**src/freqsel_pkg.sv**
```systemverilog
`default_nettype none

package freqsel_pkg;

    // AXI4-Lite bus widths
    localparam int ADDR_WIDTH = 4;
    localparam int DATA_WIDTH = 32;

    // one frequency selector word
    localparam int K_WIDTH = 14;

    typedef logic [K_WIDTH-1:0] k_t;

    // word index taken from address bits 3:2
    typedef enum logic [1:0] {
        REG_ENTRY  = 2'd0,
        REG_CTRL   = 2'd1,
        REG_COUNT  = 2'd2,
        REG_STATUS = 2'd3
    } reg_addr_e;

    // status word bit positions
    localparam int STATUS_FULL_BIT     = 0;
    localparam int STATUS_NOT_EMPTY_BIT = 1;

    localparam logic [1:0] RESP_OKAY = 2'b00;

endpackage

`default_nettype wire
```
**src/ring_rd_if.sv**
```systemverilog
`timescale 1ns/1ps
`default_nettype none

interface ring_rd_if #(
    parameter int DEPTH = 16
);
    localparam int IDX_W = $clog2(DEPTH);
    localparam int CNT_W = $clog2(DEPTH + 1);

    logic [IDX_W-1:0]  rd_index;
    freqsel_pkg::k_t   rd_data;
    logic [CNT_W-1:0]  count;
    // clear strobe passed through from the write side
    logic              clear_seen;

    modport buffer (input rd_index, output rd_data, output count, output clear_seen);

    modport consumer (output rd_index, input rd_data, input count, input clear_seen);

endinterface

`default_nettype wire

```
**src/ring_wr_if.sv**
```systemverilog
`timescale 1ns/1ps
`default_nettype none

interface ring_wr_if #(
    parameter int DEPTH = 16
);
    localparam int CNT_W = $clog2(DEPTH + 1);

    // push and clear are single-cycle strobes
    logic              push;
    freqsel_pkg::k_t   wdata;
    logic              clear;
    logic [CNT_W-1:0]  count;
    logic              full;

    modport producer (output push, output wdata, output clear, input count, input full);

    modport buffer (input push, input wdata, input clear, output count, output full);

endinterface

`default_nettype wire

```
**src/axi_freq_selector.sv**
```systemverilog
`timescale 1ns/1ps
`default_nettype none

module axi_freq_selector #(
    parameter int DEPTH = 16
) (
    input  wire                                      S_AXI_ACLK,
    input  wire                                      S_AXI_ARESETN,
    input  wire  [freqsel_pkg::ADDR_WIDTH-1:0]       S_AXI_AWADDR,
    input  wire  [2:0]                               S_AXI_AWPROT,
    input  wire                                      S_AXI_AWVALID,
    output logic                                     S_AXI_AWREADY,
    input  wire  [freqsel_pkg::DATA_WIDTH-1:0]       S_AXI_WDATA,
    input  wire  [freqsel_pkg::DATA_WIDTH/8-1:0]     S_AXI_WSTRB,
    input  wire                                      S_AXI_WVALID,
    output logic                                     S_AXI_WREADY,
    output logic [1:0]                               S_AXI_BRESP,
    output logic                                     S_AXI_BVALID,
    input  wire                                      S_AXI_BREADY,
    input  wire  [freqsel_pkg::ADDR_WIDTH-1:0]       S_AXI_ARADDR,
    input  wire  [2:0]                               S_AXI_ARPROT,
    input  wire                                      S_AXI_ARVALID,
    output logic                                     S_AXI_ARREADY,
    output logic [freqsel_pkg::DATA_WIDTH-1:0]       S_AXI_RDATA,
    output logic [1:0]                               S_AXI_RRESP,
    output logic                                     S_AXI_RVALID,
    input  wire                                      S_AXI_RREADY,
    // datapath side
    input  wire                                      rd_en,
    output logic [$clog2(DEPTH)-1:0]                 index,
    output freqsel_pkg::k_t                          k,
    output logic                                     last,
    output logic                                     en
);
    ring_wr_if #(.DEPTH(DEPTH)) wr_bus ();
    ring_rd_if #(.DEPTH(DEPTH)) rd_bus ();

    axi_reg_frontend #(.DEPTH(DEPTH)) u_frontend (
        .S_AXI_ACLK    (S_AXI_ACLK),
        .S_AXI_ARESETN (S_AXI_ARESETN),
        .awaddr        (S_AXI_AWADDR),
        .awprot        (S_AXI_AWPROT),
        .awvalid       (S_AXI_AWVALID),
        .awready       (S_AXI_AWREADY),
        .wdata         (S_AXI_WDATA),
        .wstrb         (S_AXI_WSTRB),
        .wvalid        (S_AXI_WVALID),
        .wready        (S_AXI_WREADY),
        .bresp         (S_AXI_BRESP),
        .bvalid        (S_AXI_BVALID),
        .bready        (S_AXI_BREADY),
        .araddr        (S_AXI_ARADDR),
        .arprot        (S_AXI_ARPROT),
        .arvalid       (S_AXI_ARVALID),
        .arready       (S_AXI_ARREADY),
        .rdata         (S_AXI_RDATA),
        .rresp         (S_AXI_RRESP),
        .rvalid        (S_AXI_RVALID),
        .rready        (S_AXI_RREADY),
        .wr            (wr_bus.producer)
    );

    ring_store #(.DEPTH(DEPTH)) u_store (
        .S_AXI_ACLK    (S_AXI_ACLK),
        .S_AXI_ARESETN (S_AXI_ARESETN),
        .wr            (wr_bus.buffer),
        .rd            (rd_bus.buffer)
    );

    index_sequencer #(.DEPTH(DEPTH)) u_sequencer (
        .S_AXI_ACLK    (S_AXI_ACLK),
        .S_AXI_ARESETN (S_AXI_ARESETN),
        .rd_en         (rd_en),
        .index         (index),
        .k             (k),
        .last          (last),
        .en            (en),
        .rd            (rd_bus.consumer)
    );

endmodule

`default_nettype wire

```
**src/index_sequencer.sv**
```systemverilog
`timescale 1ns/1ps
`default_nettype none

module index_sequencer #(
    parameter int DEPTH = 16
) (
    input  wire                        S_AXI_ACLK,
    input  wire                        S_AXI_ARESETN,
    input  wire                        rd_en,
    output logic [$clog2(DEPTH)-1:0]   index,
    output freqsel_pkg::k_t            k,
    output logic                       last,
    output logic                       en,
    ring_rd_if.consumer                rd
);
    localparam int IDX_W = $clog2(DEPTH);
    localparam int CNT_W = $clog2(DEPTH + 1);

    logic [IDX_W-1:0] idx;

    assign en   = (rd.count != '0);
    assign last = en && (CNT_W'(idx) == rd.count - CNT_W'(1));

    // wrap at the live count so new entries join the loop
    always_ff @(posedge S_AXI_ACLK) begin
        if (!S_AXI_ARESETN || rd.clear_seen) begin
            idx <= '0;
        end else if (rd_en && en) begin
            if (last) begin
                idx <= '0;
            end else begin
                idx <= idx + IDX_W'(1);
            end
        end
    end

    assign rd.rd_index = idx;
    assign index       = idx;
    assign k           = rd.rd_data;

    a_idx_in_range: assert property (@(posedge S_AXI_ACLK) disable iff (!S_AXI_ARESETN)
        en |-> CNT_W'(idx) < rd.count);

endmodule

`default_nettype wire

```
**src/ring_store.sv**
```systemverilog
`timescale 1ns/1ps
`default_nettype none

module ring_store #(
    parameter int DEPTH = 16
) (
    input  wire      S_AXI_ACLK,
    input  wire      S_AXI_ARESETN,
    ring_wr_if.buffer wr,
    ring_rd_if.buffer rd
);
    localparam int IDX_W = $clog2(DEPTH);
    localparam int CNT_W = $clog2(DEPTH + 1);

    freqsel_pkg::k_t   mem [DEPTH];
    logic [IDX_W-1:0]  wr_ptr;
    logic [CNT_W-1:0]  count;
    logic              full;
    logic              do_push;

    assign full    = (count == CNT_W'(DEPTH));
    // clear wins over a push in the same cycle
    assign do_push = wr.push && !full && !wr.clear;

    always_ff @(posedge S_AXI_ACLK) begin
        if (!S_AXI_ARESETN || wr.clear) begin
            wr_ptr <= '0;
            count  <= '0;
        end else if (do_push) begin
            wr_ptr <= wr_ptr + IDX_W'(1);
            count  <= count + CNT_W'(1);
        end
    end

    always_ff @(posedge S_AXI_ACLK) begin
        if (do_push) begin
            mem[wr_ptr] <= wr.wdata;
        end
    end

    assign wr.count = count;
    assign wr.full  = full;

    // asynchronous read port
    assign rd.rd_data    = mem[rd.rd_index];
    assign rd.count      = count;
    assign rd.clear_seen = wr.clear;

    a_count_bound: assert property (@(posedge S_AXI_ACLK) disable iff (!S_AXI_ARESETN)
        count <= CNT_W'(DEPTH));

    a_push_full: assert property (@(posedge S_AXI_ACLK) disable iff (!S_AXI_ARESETN)
        wr.push && full && !wr.clear |=> count == $past(count));

endmodule

`default_nettype wire

```
**src/axi_reg_frontend.sv**
```systemverilog
`timescale 1ns/1ps
`default_nettype none

module axi_reg_frontend #(
    parameter int DEPTH = 16
) (
    input  wire                                      S_AXI_ACLK,
    input  wire                                      S_AXI_ARESETN,
    input  wire  [freqsel_pkg::ADDR_WIDTH-1:0]       awaddr,
    input  wire  [2:0]                               awprot,
    input  wire                                      awvalid,
    output logic                                     awready,
    input  wire  [freqsel_pkg::DATA_WIDTH-1:0]       wdata,
    input  wire  [freqsel_pkg::DATA_WIDTH/8-1:0]     wstrb,
    input  wire                                      wvalid,
    output logic                                     wready,
    output logic [1:0]                               bresp,
    output logic                                     bvalid,
    input  wire                                      bready,
    input  wire  [freqsel_pkg::ADDR_WIDTH-1:0]       araddr,
    input  wire  [2:0]                               arprot,
    input  wire                                      arvalid,
    output logic                                     arready,
    output logic [freqsel_pkg::DATA_WIDTH-1:0]       rdata,
    output logic [1:0]                               rresp,
    output logic                                     rvalid,
    input  wire                                      rready,
    ring_wr_if.producer                              wr
);
    localparam int CNT_W = $clog2(DEPTH + 1);

    logic                                 aw_en;
    logic                                 aw_accept;
    logic                                 wren;
    logic                                 rden;
    freqsel_pkg::reg_addr_e               aw_sel;
    freqsel_pkg::reg_addr_e               ar_sel;
    logic [CNT_W-1:0]                     cur_count;
    logic [freqsel_pkg::DATA_WIDTH-1:0]   rd_mux;

    assign bresp = freqsel_pkg::RESP_OKAY;
    assign rresp = freqsel_pkg::RESP_OKAY;

    // address and data taken together, one outstanding response at a time
    assign aw_accept = ~awready && awvalid && wvalid && aw_en;
    assign wren      = awready && awvalid && wready && wvalid;

    always_ff @(posedge S_AXI_ACLK) begin
        if (!S_AXI_ARESETN) begin
            awready <= 1'b0;
            wready  <= 1'b0;
            aw_en   <= 1'b1;
        end else begin
            awready <= aw_accept;
            wready  <= aw_accept;
            if (aw_accept) begin
                aw_en <= 1'b0;
            end else if (bready && bvalid) begin
                aw_en <= 1'b1;
            end
        end
    end

    always_ff @(posedge S_AXI_ACLK) begin
        if (aw_accept) begin
            aw_sel <= freqsel_pkg::reg_addr_e'(awaddr[3:2]);
        end
    end

    always_ff @(posedge S_AXI_ACLK) begin
        if (!S_AXI_ARESETN) begin
            bvalid <= 1'b0;
        end else if (wren && !bvalid) begin
            bvalid <= 1'b1;
        end else if (bready && bvalid) begin
            bvalid <= 1'b0;
        end
    end

    // strobes land in the store on the edge that raises bvalid
    assign wr.push  = wren && (aw_sel == freqsel_pkg::REG_ENTRY) && (wstrb[1:0] == 2'b11);
    assign wr.wdata = wdata[freqsel_pkg::K_WIDTH-1:0];
    assign wr.clear = wren && (aw_sel == freqsel_pkg::REG_CTRL) && wstrb[0] && wdata[0];

    // read address
    assign rden = arready && arvalid && !rvalid;

    always_ff @(posedge S_AXI_ACLK) begin
        if (!S_AXI_ARESETN) begin
            arready <= 1'b0;
        end else begin
            arready <= ~arready && arvalid && !rvalid;
        end
    end

    always_ff @(posedge S_AXI_ACLK) begin
        if (~arready && arvalid && !rvalid) begin
            ar_sel <= freqsel_pkg::reg_addr_e'(araddr[3:2]);
        end
    end

    assign cur_count = wr.count;

    always_comb begin
        rd_mux = '0;
        case (ar_sel)
            freqsel_pkg::REG_COUNT: begin
                rd_mux = freqsel_pkg::DATA_WIDTH'(cur_count);
            end
            freqsel_pkg::REG_STATUS: begin
                rd_mux[freqsel_pkg::STATUS_FULL_BIT]      = wr.full;
                rd_mux[freqsel_pkg::STATUS_NOT_EMPTY_BIT] = (cur_count != '0);
            end
            default: begin
                rd_mux = '0;
            end
        endcase
    end

    always_ff @(posedge S_AXI_ACLK) begin
        if (!S_AXI_ARESETN) begin
            rvalid <= 1'b0;
        end else if (rden) begin
            rvalid <= 1'b1;
        end else if (rvalid && rready) begin
            rvalid <= 1'b0;
        end
    end

    always_ff @(posedge S_AXI_ACLK) begin
        if (rden) begin
            rdata <= rd_mux;
        end
    end

    // responses hold until the master takes them
    a_bvalid_hold: assert property (@(posedge S_AXI_ACLK) disable iff (!S_AXI_ARESETN)
        bvalid && !bready |=> bvalid);

    a_rvalid_hold: assert property (@(posedge S_AXI_ACLK) disable iff (!S_AXI_ARESETN)
        rvalid && !rready |=> rvalid && $stable(rdata));

    a_aw_known: assert property (@(posedge S_AXI_ACLK) disable iff (!S_AXI_ARESETN)
        awvalid |-> !$isunknown({awaddr, awprot}));

    a_ar_known: assert property (@(posedge S_AXI_ACLK) disable iff (!S_AXI_ARESETN)
        arvalid |-> !$isunknown({araddr, arprot}));

endmodule

`default_nettype wire

```
**config.mk**
```make
export PLATFORM = sky130hd
export DESIGN_NAME = axi_freq_selector
export DESIGN_NICKNAME = d
export VERILOG_FILES = /design/src/freqsel_pkg.sv /design/src/ring_rd_if.sv /design/src/ring_wr_if.sv /design/src/axi_freq_selector.sv /design/src/index_sequencer.sv /design/src/ring_store.sv /design/src/axi_reg_frontend.sv
export SDC_FILE = /design/constraint.sdc
export NUM_CORES = 1
export LEC_CHECK = 0
export BUFFER_PORTS_ARGS = -buffer_cell sky130_fd_sc_hd__buf_2
export CORE_UTILIZATION = 45
export CTS_CLUSTER_DIAMETER = 150
export CTS_CLUSTER_SIZE = 20
export DETAILED_ROUTE_END_ITERATION = 16
export PLACE_DENSITY = 0.65
export RECOVER_POWER = 25
export SLEW_MARGIN = 20
export SYNTH_ARGS = -nofsm -noshare
export SYNTH_HDL_FRONTEND = slang
export SYNTH_SLANG_ARGS = --single-unit
```
**constraint.sdc**
```tcl
create_clock -name S_AXI_ACLK -period 2.79 [get_ports S_AXI_ACLK]
set_input_delay 0.279 -clock S_AXI_ACLK [delete_from_list [all_inputs] [get_ports S_AXI_ACLK]]
set_output_delay 0.279 -clock S_AXI_ACLK [all_outputs]
set_load 0.02 [all_outputs]
```
Word level (Yosys, flattened, before mapping) --
Memory sizes are Yosys's and may differ from the RTL's. A register that Yosys moved wholly into a read port is not among the register bits. Index checks and enable logic that the tools add are counted. Widths: inputs -> output; s select.
Storage, ports and cells: register bits 54, latch bits 0, memory bits (writable) 224, memory bits (read-only) 0, input bits 58, output and inout bits 61, word-level logic and storage cells 70, memories kept 1
Memories:
- u_store.mem | words 16, width 14, rd ports 1, clocked after memory_dff 1, wr ports 1, line ring_store.sv:15 | freqsel_pkg::k_t mem [DEPTH];
Cells by class: add/sub/neg operators 4, multiply operators 0, divide/modulo/power cells 0, order comparisons 0, equality and inequality tests 6, shift-type cells 0, muxes and demuxes 12, bitwise logic cells 2, reduce and logical (&&, ||, !) cells 33
Operators with widths (number):
- $logic_and 1x1->1 | 22
- $mux 4 | 3
- $add 4x1->4 const B | 2
- $mux 1 | 8
- $eq 2x2->1 const B | 3
- $reduce_bool 2->1 | 3
- $add 5x1->5 const B | 1
- $eq 4x5->1 | 1
- $eq 5x5->1 const B | 1
- $logic_not 1->1 | 5
- $reduce_bool 5->1 | 1
- $sub 5x1->5 const B | 1
- $pmux 2 s2 | 1
- $eq 2x1->1 const B | 1
- $logic_not 2->1 | 1
- $not 1->1 | 2
- $logic_or 1x1->1 | 1

Depth between registers and ports, before layout --
depth in word-level cells 10, mapped depth 9, mapped depth without buffers 7

Hierarchy --
From an unflattened synthesis, not the netlist that was laid out.
Second synthesis, totals: cells, all modules 579, area, all modules 10407.5 sq um
By module, submodules not included:
- ring_store | instances 1, cells an instance 431, area each 9034.9 sq um
- axi_reg_frontend | instances 1, cells an instance 89, area each 905.9 sq um
- index_sequencer | instances 1, cells an instance 59, area each 466.7 sq um

Least setup slack after synthesis --
Ideal clock, no wire load.
kind reg2reg, start reg u_store.count[0] (netlist: u_store.rd.count[0]), end mem u_store.mem[0][0] (netlist bit), enable pin, arrival 2657 ps, slack -269 ps, stages on the path, launching flop included 9, period minus slack after synthesis 3059 ps, cell sequence dfxtp_1 > clkbuf_1 > inv_1 > ha_1 > and4bb_4 > nor4_4 > buf_4 > nand2_1 > nor3_1
Between the ends: word-level cells in the longest chain between the ends 6
RTL lines:
- from (decl) | line ring_store.sv:17 | logic [CNT_W-1:0] count;
- from (signal assigned) | line ring_store.sv:31 | count <= count + CNT_W'(1);
- $eq 5x5->1 | line ring_store.sv:21 | assign full = (count == CNT_W'(DEPTH));
- $logic_not 1->1 | line ring_store.sv:23 | assign do_push = wr.push && !full && !wr.clear;
- $logic_and 1x1->1 (2 in series) | line ring_store.sv:23
- $mux 1 | line ring_store.sv:36 | if (do_push) begin
- $mux 1 (not written as such) | line ring_store.sv:37 | mem[wr_ptr] <= wr.wdata;
- to (decl) | line ring_store.sv:15
Every way passes these cells.

==> results.cfg <==
[outcome]
status = completed

[clocking]
clockBufferDepth = 3
path_clk_slew_ns = 0.08
cts-htree-levels = 1
clock_sinks = 255
clk_latency_ns = 0.48
cts_tree = done
numCtsBuffers = 16
cts_root_buffer = clkbuf_16

[worst_setup_path]
crit_path_top_delay_cell = mux4_1
r2r_end = u_store.mem[5][10]
critPathKind = register to primary output
crit_path_start_kind = register
r2r_start = u_store.rd.count[0]
worst_path_largest_cell_delay_ns = 0.59
cp_data_arrival_time_ns = 2.42
crit_chain = buf_12, mux4_1, mux4_2, buf_2
worst-r2r-cell-count = 7
endpoint_kind = primary output
reg2reg_slack_ns = 0.18
cp_max_fo = 14
required_ns = 2.51
path_buf_inv = 2
cp_top_family = multiplexers

[synthesis]
synth.distinct_cells = 40
synthXorXnorAreaFrac_pct = 1.11
synth_mux_area_share_pct = 16.6
synthesis.area_mm2 = 0.0102
synth_compound_area_share_pct = 0.637
synth_seq_area_share_pct = 72.8
synth.avg_cell_area_um2 = 20.7
ys_warn_count = 0
netlist_instances = 494
synthSimpleGateAreaFrac_pct = 3.79
synth_top_family_by_area = multiplexers
synth_fa_ha_area_share_pct = 0.857
ys_ff_latch = 255

[pwr]
p_int_mw = 5.33
p_clk_share_pct = 34.2
p_leak_nw = 3.76
power_density_mw_per_mm2 = 580
power_frac_comb_pct = 2.8
swShare_pct = 19.7
p_switching_mw = 1.30
ir_drop_v = 0.000356
seqPwrFrac_pct = 63.0
p_total_mw = 6.63

[cells_and_area]
num_antenna_cells = 0
area_growth_pct = 11.9
drive_gt1_share_pct = 28.3
fin_area_mm2 = 0.0114
final_nets = 659
layout.cells.non_filler = 878

[die]
io_pins = 119
fp.dieH_um = 153
die_area_mm2 = 0.0233
num_rows = 54
coreArea_mm2 = 0.0220
start_util_pct = 46.4
die_w_um = 153

[route]
wl_per_cell_um = 22.2
first_iter_violations = 356
drcViolationCount = 0
via_per_inst = 5.31
drt-total-wl_um = 19500
dr.pass1.iters = 6
vias = 4665
antenna_left = 0

[hold_path]
hold_depth = 2
worstHoldStart = S_AXI_ARESETN
min_to = u_frontend.aw_en
hold_path_class = primary input to register

[grt]
grt_pass1_vias = 5028
grt_max_degree = 57
grt_util_met2_pct = 30.1
use_met3_pct = 2.19
grt.busiest_layer = met2
met1_usage_pct = 23.2
grt_overflow_total = 0
grt_pass1_wl_um = 30200
antenna_found_initial = 0
grt_use_total_pct = 17.3

[placed_design]
dp.cells = 847
io_buffers = 57
place_hpwl_um = 12300
globalplace.congestion = 0.793
placed_area_mm2 = 0.0109

[timing]
slew_violations = 0
fin_crit_sh_pct = 96.9
hold_violations = 0
skew_ns = 0.00955
min_period_ns = 2.70
tightest_slew_ns = 0.603
max_freq_ghz = 0.370
setup_violations = 0
hold_ws_ns = 0.0348
rsz0062_at_grt = true
fin_tns_setup_ns = 0
slew_headroom_pct = 59.8

[job]
drv_cap = 0
==> cell type report <==
class | count | area, um2
Inverter | 5 | 18.8
Clock buffer | 21 | 440
Timing Repair Buffer | 106 | 692
Multi-Input combinational cell | 210 | 2490
Tap cell | 280 | 350
Fill cell | 1750 | 10600
Sequential cell | 255 | 7440
Clock inverter | 1 | 7.51
==> worst max path at each step <==
stage                               to                 from  depth (start not counted)  slack (ns)
global placement    u_store.mem[5][13]  u_store.rd.count[0]                          7        0.31
finish                            k[3]             register                          4        0.09
global route                     k[11]             register                          4      -0.002
floorplan            u_store.mem[4][0]  u_store.rd.count[0]                          8        0.10
detailed placement   u_store.mem[5][7]  u_store.rd.count[0]                          7        0.24
CTS                               k[0]             register                          4        0.03
==> flip-flops by register name (all words and copies together), names as in the netlist, named ones only <==
signal              count
u_store.mem           224
u_frontend.rdata        5
u_store.rd.count        5
u_sequencer.index       4
u_store.wr_ptr          4
u_frontend.ar_sel       2
u_frontend.aw_sel       2
u_frontend.arready      1
u_frontend.aw_en        1
u_frontend.awready      1
u_frontend.bvalid       1
u_frontend.rvalid       1
==> kinds of logic after synthesis <==
logic type / count (synthesis)
AO/OA/AOI/OAI: 11
XOR/XNOR: 13
adder cells (fa/ha/maj): 7
buffers and inverters: 59
flip-flops: 255
multiplexers: 75
other: 1
AND/OR/NAND/NOR: 73
==> stage by stage <==
step | util [%] | setup WS [ns]
after detailed placement | 49.6 | 0.236
after global routing | 51.9 | -0.00213
final | 51.9 | 0.0872
after CTS | 52.0 | 0.0259
after global placement | 49.6 | 0.313
after floorplan | - | 0.104
==> layer usage <==
layer	vias up	part of all wire, %
met5	-	0
met4	0	1.6
met3	25	5.2
met2	105	51
met1	2413	42
li1	2122	-
==> cell usage in the layout, fill, tap and decap left out, drive strengths merged, types with 2 or more instances in the layout <==
cell type / n
mux2i: 5
nor2b: 5
dlygate4sd3: 4
nor2: 24
clkbuf: 31
nand2: 14
nand2b: 4
and2: 6
nor3: 6
xnor2: 6
buf: 92
a21oi: 5
nor3b: 2
edfxtp: 233
nand3: 3
mux4: 70
dfxtp: 22
conb: 31
ha: 7
o21ai: 2
nand4: 4
inv: 5
xor2: 7
==> timing repair <==
item	4_1_cts	5_1_grt
hold buffers	4	0
resized for setup	0	2
setup buffers	4	1
hold endpoints to repair	4	0
cloned	0	0
setup endpoints to repair	12	6
==> synth_stat cells (all sizes together) <==
master,number,share of area [%]
a21oi,5,0.24
a31oi,1,0.061
and2,6,0.37
and3b,1,0.086
and4b,1,0.098
and4bb,1,0.16
buf,46,3.5
clkbuf,6,0.27
conb,1,0.037
dfxtp,22,4.3
dlygate4sd1,2,0.17
edfxtp,233,68
ha,7,0.86
inv,5,0.18
mux2i,5,0.49
mux4,70,16
nand2,14,0.51
nand2b,4,0.24
nand3,3,0.15
nand4,4,0.24
nor2,24,0.88
nor2b,5,0.31
nor3,6,0.29
nor3b,2,0.15
nor4,1,0.21
o2111ai,1,0.086
o21a,1,0.073
o21ai,2,0.098
o31ai,1,0.073
or4b,1,0.098
xnor2,6,0.51
xor2,7,0.60
==> power by group through the flow <==
stage / clock network (mW) / logic [mW] / registers, mW
after floorplan: 0 / 0.121 / 4.27
after global placement: 0 / 0.175 / 4.26
after detailed placement: 0 / 0.183 / 4.26
after CTS: 2.32 / 0.188 / 4.17
after global routing: 2.45 / 0.202 / 4.18
final: 2.27 / 0.185 / 4.17
(Power assumes the default switching activity.)
